==> src/lsuPkg.sv <==
package lsuPkg;

    // Datapath widths
    localparam int dataWidth = 16;
    localparam int regAddrWidth = 4;
    localparam int opcodeWidth = 4;
    localparam int flashAddrWidth = 10;

    // Minor opcodes of the load/store unit
    localparam logic [opcodeWidth-1:0] opLoad = 4'd0;
    localparam logic [opcodeWidth-1:0] opStore = 4'd1;

    // Address bit that moves a request from fixed memory to the IO port
    localparam int ioSelectBit = 15;

    // Queued load/store request of 40 bits
    typedef struct packed {
        logic [opcodeWidth-1:0]  opcode;
        logic [dataWidth-1:0]    address;
        logic [dataWidth-1:0]    storeValue;
        logic [regAddrWidth-1:0] destReg;
    } lsuRequest;

    // Register write of 20 bits produced by a load
    typedef struct packed {
        logic [regAddrWidth-1:0] destReg;
        logic [dataWidth-1:0]    data;
    } writebackEntry;

    // True when the address belongs to the IO port
    function automatic logic isIoAddress(input logic [dataWidth-1:0] address);
        return address[ioSelectBit];
    endfunction

    // Anything that is not a store is handled as a load
    function automatic logic isStoreOp(input logic [opcodeWidth-1:0] opcode);
        return opcode == opStore;
    endfunction

endpackage

==> src/memWritebackArbiter.sv <==
`timescale 1ns/1ps

module memWritebackArbiter (
    input  logic                             clk,
    input  logic                             reset,

    // Memory writeback queue
    output logic                             memReq,
    input  logic                             memAck,
    input  lsuPkg::writebackEntry            memEntry,

    // IO-in port
    output logic                             ioInReq,
    input  logic                             ioInAck,
    input  logic [lsuPkg::regAddrWidth-1:0]  ioInDestReg,
    input  logic [lsuPkg::dataWidth-1:0]     ioInData,

    // Register write port
    output logic                             regWriteEn,
    output logic [lsuPkg::regAddrWidth-1:0]  regWriteAddr,
    output logic [lsuPkg::dataWidth-1:0]     regWriteData
);
    logic memGrant;
    logic ioGrant;

    // Memory wins and IO goes only when the memory queue is empty
    assign memGrant = memAck;
    assign ioGrant = ioInAck && !memAck;

    // Ready is shown to the granted side only
    assign memReq = memGrant;
    assign ioInReq = ioGrant;

    always_ff @(posedge clk) begin
        if (reset) begin
            regWriteEn <= 1'b0;
        end else begin
            regWriteEn <= memGrant || ioGrant;
        end
    end

    // Write address and data follow the winner of this cycle
    always_ff @(posedge clk) begin
        if (memGrant) begin
            regWriteAddr <= memEntry.destReg;
            regWriteData <= memEntry.data;
        end else if (ioGrant) begin
            regWriteAddr <= ioInDestReg;
            regWriteData <= ioInData;
        end
    end

endmodule

==> config.mk <==
export PLATFORM = sky130hd
export DESIGN_NAME = memWritebackArbiter
export DESIGN_NICKNAME = d
export VERILOG_FILES = /design/src/lsuPkg.sv /design/src/memWritebackArbiter.sv
export SDC_FILE = /design/constraint.sdc
export NUM_CORES = 1
export LEC_CHECK = 0
export BUFFER_PORTS_ARGS = -buffer_cell sky130_fd_sc_hd__buf_2
export CORE_MARGIN = 3
export CORE_UTILIZATION = 30
export DETAILED_ROUTE_END_ITERATION = 6
export PLACE_DENSITY_LB_ADDON = 0.15
export SLEW_MARGIN = 20
export SYNTH_ARGS = -nofsm -noshare
export SYNTH_HDL_FRONTEND = slang
export SYNTH_SLANG_ARGS = --single-unit
==> constraint.sdc <==
create_clock -name clk -period 2.4 [get_ports clk]
set_input_delay 0.12 -clock clk [delete_from_list [all_inputs] [get_ports clk]]
set_output_delay 0.12 -clock clk [all_outputs]
set_load 0.05 [all_outputs]
Word-level counts from Yosys, hierarchy flattened
Cells that the tools add are included.
{ "totals": {"reg_bits": 21, "in_bits": 44, "out_inout_bits": 23, "word_cells": 11} }
{ "classes": {"n_mux": 4, "n_reduce_logical": 4} }
{ "ops": {"columns": ["op", "n"], "rows": [
  ["16-bit 2-to-1 mux", 2],
  ["4-bit 2-to-1 mux", 2],
  ["2-bit nonzero test", 1],
  ["1-bit logical AND", 1],
  ["1-bit logical NOT", 1],
  ["1-bit logical OR", 1]
]} }

Logic depth before layout (Yosys ltp)
{ "logic_depth": {"word_depth": 4, "mapped_depth": 2} }

Least setup slack after synthesis
Ideal clock, no wire load.
{ "synth_timing": {"path_kind": "input-to-output", "start": "in memAck", "end": "out ioInReq", "arrival_ps": 938, "t_required_ps": 2280, "slack_ps": 1342, "cell_stages": 2, "n_path_buf": 1, "cell_sequence": "buf_6 nor2b_1"} }
{ "synth_between": {"elab_chain_len": 2} }
{ "synth_rtl": {"columns": ["element", "line_no", "source"], "rows": [
  ["start, declared", "memWritebackArbiter.sv:9", "input logic memAck,"],
  ["1-bit logical NOT", "memWritebackArbiter.sv:28", "assign ioGrant = ioInAck && !memAck;"],
  ["1-bit logical AND", "memWritebackArbiter.sv:28", null],
  ["end, declared", "memWritebackArbiter.sv:13", "output logic ioInReq,"]
]} }
No other way between the ends.

Worst setup path after layout
{ "layout_timing": {"start": "in memAck", "end": "reg regWriteData[13] in the netlist's numbering, enable pin"} }
{ "layout_between": {"elab_chain_len": 3} }
{ "layout_rtl": {"columns": ["element", "line_no", "source"], "rows": [
  ["1-bit logical NOT", "memWritebackArbiter.sv:28", null],
  ["1-bit logical AND", "memWritebackArbiter.sv:28", null],
  ["2-bit nonzero test (no line) *", null, null],
  ["end signal, assigned", "memWritebackArbiter.sv:46", "regWriteData <= memEntry.data;"],
  ["end signal, assigned", "memWritebackArbiter.sv:49", "regWriteData <= ioInData;"],
  ["end, declared", "memWritebackArbiter.sv:21", "output logic [lsuPkg::dataWidth-1:0] regWriteData"]
]} }
Mark *: on every way between the ends. The rest lies on a longest branch, timed or not.
A chain may end at the register's enable or synchronous reset.

==> key figures <==
Timing
  • Fmax: 0.932 GHz
  • Final Setup Violations: 0
  • Final hold violation count: 0
  • Fin worst setup slack: 1330 ps
  • Relative slew slack: 68.7%
  • Tmin final: 1070 ps
  • RSZ-0062 raised after global routing: false
  • Total negative setup slack: 0 ps
  • Fin crit share: 44.7%
  • Max Slew Vio Count: 0
  • Worst Tran Pin Value: 469 ps

Layout
  • Final core utilization: 45.1%
  • Post-Layout Cell Count: 145
  • Area grow syn2layout: 40.8%
  • Final Net Count: 159
  • Diodes inserted: 0
  • Fillcell total: 277
  • Final instance area: 1260 µm²
  • Share of cells above drive strength 1: 80.7%

Synthesis
  • Synth Instances: 47
  • Post-synthesis compound-gate area fraction: 1.11%
  • Post-synthesis cell type count: 8
  • Post-synthesis mux area share: 25.1%
  • Synth Warn #: 0
  • Sequential fraction of the synthesis area: 69.1%
  • Share of Yosys cell area claimed by the top area cell type: 66.9%
  • Flops & latches, synth: 21
  • Syn Nets: 91
  • Simple-gate share of the synthesized area: 1.39%
  • Largest family of logic cells by synthesized area: multiplexers
  • XOR/XNOR share of the synthesized area: 0%
  • Biggest area consumer among synthesized cells: edfxtp_1
  • Area contributors post-synth: edfxtp_1, mux2_2, buf_6
  • Post-Syn Area: 898 µm²
  • Avg Cell Area, Syn: 19.1 µm²
  • Post-Synth Adder-Cell Area: 0%

Routing
  • Routed met2 length: 1030 µm
  • Final Routed Wirelength: 1850 µm
  • DRT iter0 DRCs: 12
  • DR vias: 638
  • Routed Antenna Nets: 0
  • Routed length on met3: 191 µm
  • Wl on met1: 632 µm
  • Per-cell routed wire length: 12.8 µm
  • Initial DRT Pass Iterations: 2
  • Top sig layer: met3
  • Vias per inst: 4.40
  • DRC: 0

Setup path
  • Critical path's slowest cell: or2_2
  • Critical path launch point type: input port
  • Worst Setup Path Type: input port to flop
  • Slowest stage delay, CP: 510 ps
  • Cell family with most CP delay: simple AND/OR/NAND/NOR gates
  • Max FO, Critical Path: 24
  • CP arrival: 1020 ps
  • Critical Path, Cell by Cell: buf_2, or2_2
  • Worst Setup End Kind: flop
  • Worst Path Required: 2350 ps
  • CP bufs+invs: 1

Placed design
  • Setup WS pre-CTS: 980 ps
  • Placed Instances: 141
  • Post-DP Area: 1240 µm²
  • GPL Wtd Cong: 0.606
  • Port Buffers: 66

Clock network
  • Clk sink count: 21
  • Worst-path clk slew: 110 ps
  • CTS Buffer Depth: 2
  • Num CTS Buffers: 3
  • CTS resizes: 0
  • Clock H-tree levels: 1
  • Hold-fix buffers, CTS: 0
  • Setup bufs post-CTS: 0
  • TritonCTS clock tree: yes
  • Root buf cell: clkbuf_4

Hold path
  • Hold Path Class: input port to flop

Floorplan
  • IO Pins: 67
  • Core area: 2810 µm²
  • Die ar.: 3690 µm²
  • Die height: 60.7 µm
  • Initial Util: 32.0%
  • Die X: 60.7 µm
  • Std-Cell Rows: 19

Global route
  • Total gr overflow: 0
  • Vias in the first global route: 589
  • Gr usage total: 9.90%
  • First-pass GRT wire length: 2650 µm
  • Initial antenna violation count: 0
  • Largest net degree at the start of global routing: 25

Pwr
  • IR drop worst, VDD: 0.000372 V
  • Leak: 0.000577 µW
  • Pwr Density: 697 nW/µm²

Job
  • Max Cap Viol: 0

Outcome
  • Outcome: complete, no violations
## synth_stat cells (all sizes together)
| cell type | n |
|---|---|
| mux2 | 20 |
| edfxtp | 20 |
| o21ba | 1 |
| dfxtp | 1 |
| buf | 3 |
| or2 | 1 |
| nor2b | 1 |
## stage by stage
stage	hold WS (ps)	total power (µW)
final	57.8	881
after global routing	36.9	928
after CTS	51.0	895
after detailed placement	367	730
after global placement	357	729
after floorplan	246	656
## logic make-up after synthesis
| family | count (synthesis) |
|---|---|
| DFF | 21 |
| AOI/OAI and AO/OA | 1 |
| and+or+nand+nor | 2 |
| muxes | 20 |
| buffers and inverters | 3 |
## layout by cell type, fill, tap and decap left out
| master | instances |
|---|---|
| buf_2 | 66 |
| mux2_2 | 20 |
| edfxtp_1 | 20 |
| clkbuf_4 | 3 |
| nor2b_1 | 1 |
| or2_2 | 1 |
| o21ba_2 | 1 |
| clkinv_2 | 1 |
| dfxtp_1 | 1 |
## layer usage
metal | vias to the layer above | global-route usage, %
met4 | 0 | 0.929
met1 | 292 | 11.6
met2 | 31 | 17.4
li1 | 315 | -
met5 | - | 0
met3 | 0 | 4.47
## state kept, by name, indices dropped and copies added, names as in the netlist
register / flops
regWriteData: 16
regWriteEn: 1
regWriteAddr: 4
## worst paths after layout
| path | start | to | slack [ps] | cells after the start |
|---|---|---|---|---|
| min | ioInAck | regWriteEn | 60 | 2 |
| max | memAck | regWriteData[13] | 1330 | 2 |
## area by class of cell
class                      instances  area [µm²]  share of cell area [%]
multi-input combinational         23         248                    19.6
clock inverter                     1        5.00                   0.396
tap                               31        38.8                    3.07
timing repair buffer              66         330                    26.1
clock buffer                       3        22.5                    1.78
sequential                        21         621                    49.1
## power breakdown
part	internal (µW)	leakage, µW	switching [µW]
clock	62.1	0.0000177	102
combinational	76.5	0.000347	187
sequential	446	0.000212	8.17
total	584	0.000577	297
Power figures use the tool's default switching activity.
