$ cat src/handshakeFifo.sv
`timescale 1ns/1ps

module handshakeFifo #(
    parameter int depth = 4,
    parameter type payloadType = logic [7:0]
) (
    input  logic       clk,
    input  logic       reset,

    // Write side where this queue is the receiver
    output logic       inReq,
    input  logic       inAck,
    input  payloadType inData,

    // Read side where this queue is the sender
    input  logic       outReq,
    output logic       outAck,
    output payloadType outData
);
    localparam int ptrWidth = (depth > 1) ? $clog2(depth) : 1;
    localparam int countWidth = $clog2(depth + 1);
    localparam logic [ptrWidth-1:0] lastSlot = ptrWidth'(depth - 1);
    localparam logic [countWidth-1:0] fullCount = countWidth'(depth);

    payloadType storage [depth];
    logic [ptrWidth-1:0]   writePtr;
    logic [ptrWidth-1:0]   readPtr;
    logic [countWidth-1:0] count;
    logic                  pushEn;
    logic                  popEn;

    // Space left and item available
    assign inReq = (count != fullCount);
    assign outAck = (count != '0);
    assign outData = storage[readPtr];

    assign pushEn = inReq && inAck;
    assign popEn = outReq && outAck;

    always_ff @(posedge clk) begin
        if (pushEn) begin
            storage[writePtr] <= inData;
        end
    end

    // Pointers wrap at the last slot so any depth works
    always_ff @(posedge clk) begin
        if (reset) begin
            writePtr <= '0;
            readPtr <= '0;
            count <= '0;
        end else begin
            if (pushEn) begin
                writePtr <= (writePtr == lastSlot) ? '0 : writePtr + ptrWidth'(1);
            end
            if (popEn) begin
                readPtr <= (readPtr == lastSlot) ? '0 : readPtr + ptrWidth'(1);
            end
            // Push and pop in the same cycle leave the count alone
            if (pushEn && !popEn) begin
                count <= count + countWidth'(1);
            end else if (popEn && !pushEn) begin
                count <= count - countWidth'(1);
            end
        end
    end

endmodule

$ cat config.mk
export PLATFORM = sky130hd
export DESIGN_NAME = handshakeFifo
export DESIGN_NICKNAME = d
export VERILOG_FILES = /design/src/handshakeFifo.sv
export SDC_FILE = /design/constraint.sdc
export NUM_CORES = 1
export LEC_CHECK = 0
export BUFFER_PORTS_ARGS = -buffer_cell sky130_fd_sc_hd__buf_2
export CORE_UTILIZATION = 30
export DETAILED_ROUTE_END_ITERATION = 10
export PLACE_DENSITY = 0.48
export REMOVE_ABC_BUFFERS = 1
export SYNTH_ARGS = -nofsm -noshare
export SYNTH_HDL_FRONTEND = slang
export SYNTH_SLANG_ARGS = --single-unit
$ cat constraint.sdc
create_clock -name clk -period 2 [get_ports clk]
set_input_delay 0.3 -clock clk [delete_from_list [all_inputs] [get_ports clk]]
set_output_delay 0.3 -clock clk [all_outputs]
set_load 0.03 [all_outputs]
* Yosys cells after proc, flatten, opt, wreduce, memory -nomap -nowiden
Memories as Yosys holds them, arrays and structs flattened. A register that Yosys moved wholly into a read port is not among the register bits.
Cells that the tools add are included.
** Cells by class
- $add $sub $neg :: 4
- Eq/ne operators :: 3
- Multiplexer cells :: 8
- Reductions and logical operators :: 8
** Operators with widths (number)
- $mux W2 :: 4
- $mux W3 :: 2
- $add A2 B1 Y2 const B :: 2
- $eq A2 B2 Y1 const B :: 2
- $logic_and A1 B1 Y1 :: 4
- $add A3 B1 Y3 const B :: 1
- $ne A3 B3 Y1 const B :: 1
- $reduce_bool A3 Y1 :: 1
- $sub A3 B1 Y3 const B :: 1
- $logic_not A1 Y1 :: 2
- $mux W1 :: 2
- $reduce_bool A2 Y1 :: 1
** Storage, ports and cells
- Bits in registers :: 7
- Bits in writable memories :: 32
- Input port bits :: 12
- Output and inout bits :: 10
- Word-level logic and storage cells :: 27
- Memories :: 1
** Memories
- storage :: words 4, width 8, rd ports 1, clocked after memory_dff 1, wr ports 1, line 25 : payloadType storage [depth];

* Depth between registers and ports, before layout
- Depth in word-level cells :: 6
- Gate-level depth with buffers :: 9
- Mapped depth without buffers :: 8

* Worst setup path before layout
OpenSTA, ideal clock, no wires.
- Path type :: reg2reg
- From :: register count[0]
- To :: register count[2]
- Library setup time :: 0.070 ns
- Data arrival time :: 2.200 ns
- Required time :: 1.930 ns
- Path slack :: -0.271 ns
- Cell stages (with the launch flop) :: 10
- Path buffers :: 1
- Period minus slack after synthesis :: 2.271 ns
- Path through :: dfxtp_1 or3b_1 clkbuf_2 and2_4 ha_1 inv_1 fa_1 xor2_1 or3_2 a21oi_1
** On the way
- Word-level cells in the longest chain between the ends :: 5
- Elaborated cells between the ends (all ways) :: 13
- Classes of those cells :: add/sub (2); eq/ne (1); mux (2); reduce/logical (8)
** Ends and longest elaborated chain
- from (decl) :: line 28 : logic [countWidth-1:0] count;
- from (signal assigned) :: line 61 : count <= count + countWidth'(1);
- from (signal assigned) :: line 63 : count <= count - countWidth'(1);
- $ne A3 B3 Y1 (*) :: line 33 : assign inReq = (count != fullCount);
- named net inReq :: line 11 : output logic inReq,
- $logic_and A1 B1 Y1 (*) :: line 37 : assign pushEn = inReq && inAck;
- named net pushEn :: line 29 : logic pushEn;
- $logic_not A1 Y1 :: line 62 : end else if (popEn && !pushEn) begin
- $logic_and A1 B1 Y1 :: line 62
- $reduce_bool A2 Y1 (no line)
The timed path passes the listed nets; every way through them passes the cells marked *. The select of a mux whose other input is x is not followed.
A chain may end at the register's enable or synchronous reset.

* Worst setup path in the final report
- From :: register count[2]
- To :: register count[2]
** On the way
- Word-level cells in the longest chain between the ends :: 5
- Elaborated cells between the ends (all ways) :: 13
- Classes of those cells :: add/sub (2); eq/ne (1); mux (2); reduce/logical (8)
** Ends and longest elaborated chain (line)
- $ne A3 B3 Y1 (*) :: 33
- $logic_and A1 B1 Y1 (*) :: 37
- named net pushEn :: 29
- $logic_not A1 Y1 :: 62
- $logic_and A1 B1 Y1 :: 62
- $reduce_bool A2 Y1 (no line)
Marks and branches as above.

==> summary.md <==
| Metric | Value |
|---|---|
| Slew Limit Fails | `0` |
| Yosys warns | `0` |
| Die Wd | `between 70 and 80 µm` |
| Post-Syn Area per Cell | `around 18 µm²` |
| # IOs | `22` |
| Gr usage total | `0.116` |
| Post-synth EDFFs | `32` |
| Max layer used | `met4` |
| Critical Path End Type | `register` |
| Nets | `approximately 140` |
| Setup CP Type | `register to register` |
| Max Cap Violations | `0` |
| Gr ovfl total | `0` |
| TritonCTS buffer count | `5` |
| First-pass GRT wire length | `4490 µm` |
| Total number of vias | `about 900` |
| Dpl hpwl | `1920 µm` |
| FP Rows | `26` |
| Async S/R FF share, synth | `0` |
| TritonRoute pass-1 iters | `4` |
| Initial core utilization | `0.316` |
| Final period utilization | `0.972` |
| Clock Pin Slew Worst Setup and Hold Paths | `approximately 0.08 ns` |
| Core area | `a little over 5000 µm²` |
| Synth top area share | `0.588` |
| Met1 WL | `roughly 1200 µm` |
| CP peak stage delay | `around 0.37 ns` |
| Area grow syn2layout | `27.1%` |
| Setup violations, final | `0` |
| Yosys reg bits | `41` |
| Wire per inst | `approximately 15 µm` |
| Hold Buf Count CTS | `0` |
| Synthesized instance count | `90` |
| Clock Skew | `0.0109 ns` |
| Share of cells above drive strength 1 | `0.500` |
| Most used DFF post-synth | `edfxtp_1` |
| Vias in the first global route | `~890` |
| DIE HEIGHT | `around 76 µm` |
| Remaining antenna violation count | `0` |
| Crit path max-delay family | `simple AND/OR/NAND/NOR gates` |
| Die area | `~5700 µm²` |
| Final worst setup slack | `0.0559 ns` |
| Post-route DRC violation count | `0` |
| Worst path arrival time | `between 2 and 2.5 ns` |
| Iter 0 DRT Violations | `40` |
| CP Buf/Inv Count | `1` |
| Slew @ Worst Pin | `about 0.43 ns` |
| RSZ-0062 raised after global routing | `no` |
| Required @ worst endpoint | `2.23 ns` |
| CTS tree | `built` |
| Pre-CTS setup slack | `-0.103 ns` |
| Antenna fix cells | `0` |
| GP Congestion | `0.686` |
| Max clock buf depth | `2` |
| Highest clock rate | `about 510 MHz` |
| Via density | `4.55` |
| WL met2 | `1430 µm` |
| CP max-delay cell | `dfxtp_4` |
| Leak Pwr | `0.764 nW` |
| PortBufs | `21` |
| Critical Path Source Type | `register` |
| TNS Setup | `0 ns` |
| Area leader, netlist | `edfxtp_1` |
| H-tree levels | `2` |
| Worst-Skew Late Latency | `roughly 0.30 ns` |
| Relative slew slack | `0.716` |
| Final hold vios | `0` |
| Cell Pwr Density | `1410 nW/µm²` |
| Clock Sinks | `between 40 and 50` |
| Synth top area cells | `edfxtp_1 59%, dfxtp_1 11%, mux4_2 11%, ha_1 4.6%, mux2i_1 1.8%` |
| Crit path max fanout | `5` |
| Sequential area share after synthesis | `0.698` |
| Final min period | `approximately 1.9 ns` |
| Status | `complete, no violations` |
| Worst vdd ir | `a little over 0.0004 V` |
| Pin count of the biggest net entering global routing | `15` |
| Synth unique cells | `26` |
| Worst Hold Class | `input port to register` |
| Wirelength, routed | `2850 µm` |
| DR WL met3 | `roughly 160 µm` |
| Initial antenna violation count | `0` |
| Synth Cell Area | `approximately 1600 µm²` |
| Cell Chain, Critical Path | `or3b_4 > and2_4 > ha_4 > inv_2 > fa_2 > xor2_2 > or3_4 > a21oi_2` |
| CTS root buffer | `clkbuf_8` |
-- metrics by stage --
step | hold WS, ns | power, W | utilization | std cells | area (µm²)
after floorplan | 0.369 | 0.00171 | - | 86 | 1620
after global routing | 0.210 | 0.00308 | 0.402 | 194 | 2080
after detailed placement | 0.500 | 0.00204 | 0.364 | 185 | 1880
after CTS | 0.213 | 0.00291 | 0.399 | 193 | 2060
after global placement | 0.493 | 0.00201 | 0.364 | 185 | 1880
final | 0.213 | 0.00293 | 0.402 | 194 | 2080
-- routing by layer --
metal  track usage  vias up
li1              -      412
met1         0.132      444
met2         0.197       21
met3        0.0463        5
met4        0.0432        0
met5             0        -
-- cells in the mapped netlist, types with 2 or more instances --
library cell	n
a21oi_1	2
dfxtp_1	9
mux4_2	8
edfxtp_1	32
nor2_1	3
or3_2	2
mux2i_1	3
and3_2	4
nand2b_1	2
ha_1	6
inv_1	3
xor2_1	2
-- path summary, 6_finish.rpt --
| check | start | endpoint | slack [ns] | depth (start not counted) |
|---|---|---|---|---|
| hold / removal | inData[2] | storage[3][2] | 0.21 | 1 |
| setup reg to reg | count[2] | count[2] | 0.06 | 8 |
| setup / recovery | count[2] | count[2] | 0.06 | 8 |
| hold reg to reg | readPtr[0] | readPtr[0] | 0.50 | 2 |
-- flip-flops by register name, summed over array words and instances, names as in the netlist, named ones only --
signal	flops
storage	32
readPtr	2
writePtr	2
count	3
-- cell families after synthesis --
logic type	synth area share
multiplexers	0.129
AO/OA/AOI/OAI	0.0214
adder cells (fa/ha/maj)	0.0582
AND/OR/NAND/NOR	0.0651
XOR/XNOR	0.0107
flip-flops	0.698
buffers and inverters	0.0176
-- repair_timing --
item | 4_1_cts | 5_1_grt
cloned | 0 | 0
gates resized for setup | 11 | 1
setup buffers | 0 | 1
pin swaps | 3 | 1
endpoints found under the setup margin | 1 | 1
-- power breakdown --
group | switching, W | total (W) | internal (W) | leakage (nW)
combinational | 0.000523 | 0.000997 | 0.000474 | 0.327
sequential | 0.0000872 | 0.00114 | 0.00105 | 0.368
clock | 0.000291 | 0.000793 | 0.000502 | 0.0687
-- cells in the final DEF, fill, tap and decap left out, types with 3 or more instances in the layout --
master | Yosys | final
buf_2 | 1 | 21
dfxtp_1 | 9 | 8
buf_4 | 0 | 8
edfxtp_1 | 32 | 32
clkbuf_8 | 0 | 5
and3_2 | 4 | 4
mux4_2 | 8 | 8
nor2_1 | 3 | 3
ha_1 | 6 | 5
mux2i_1 | 3 | 3
-- layout make-up --
type / count / area [µm²]
tap: 70 / 87.6
multi-input combinational: 42 / 510
fill: 463 / 3100
clock inverter: 3 / 68.8
clock buffer: 5 / 68.8
timing repair buffer: 30 / 185
sequential: 41 / 1140
inverter: 3 / 11.3
(Power assumes the default switching activity.)
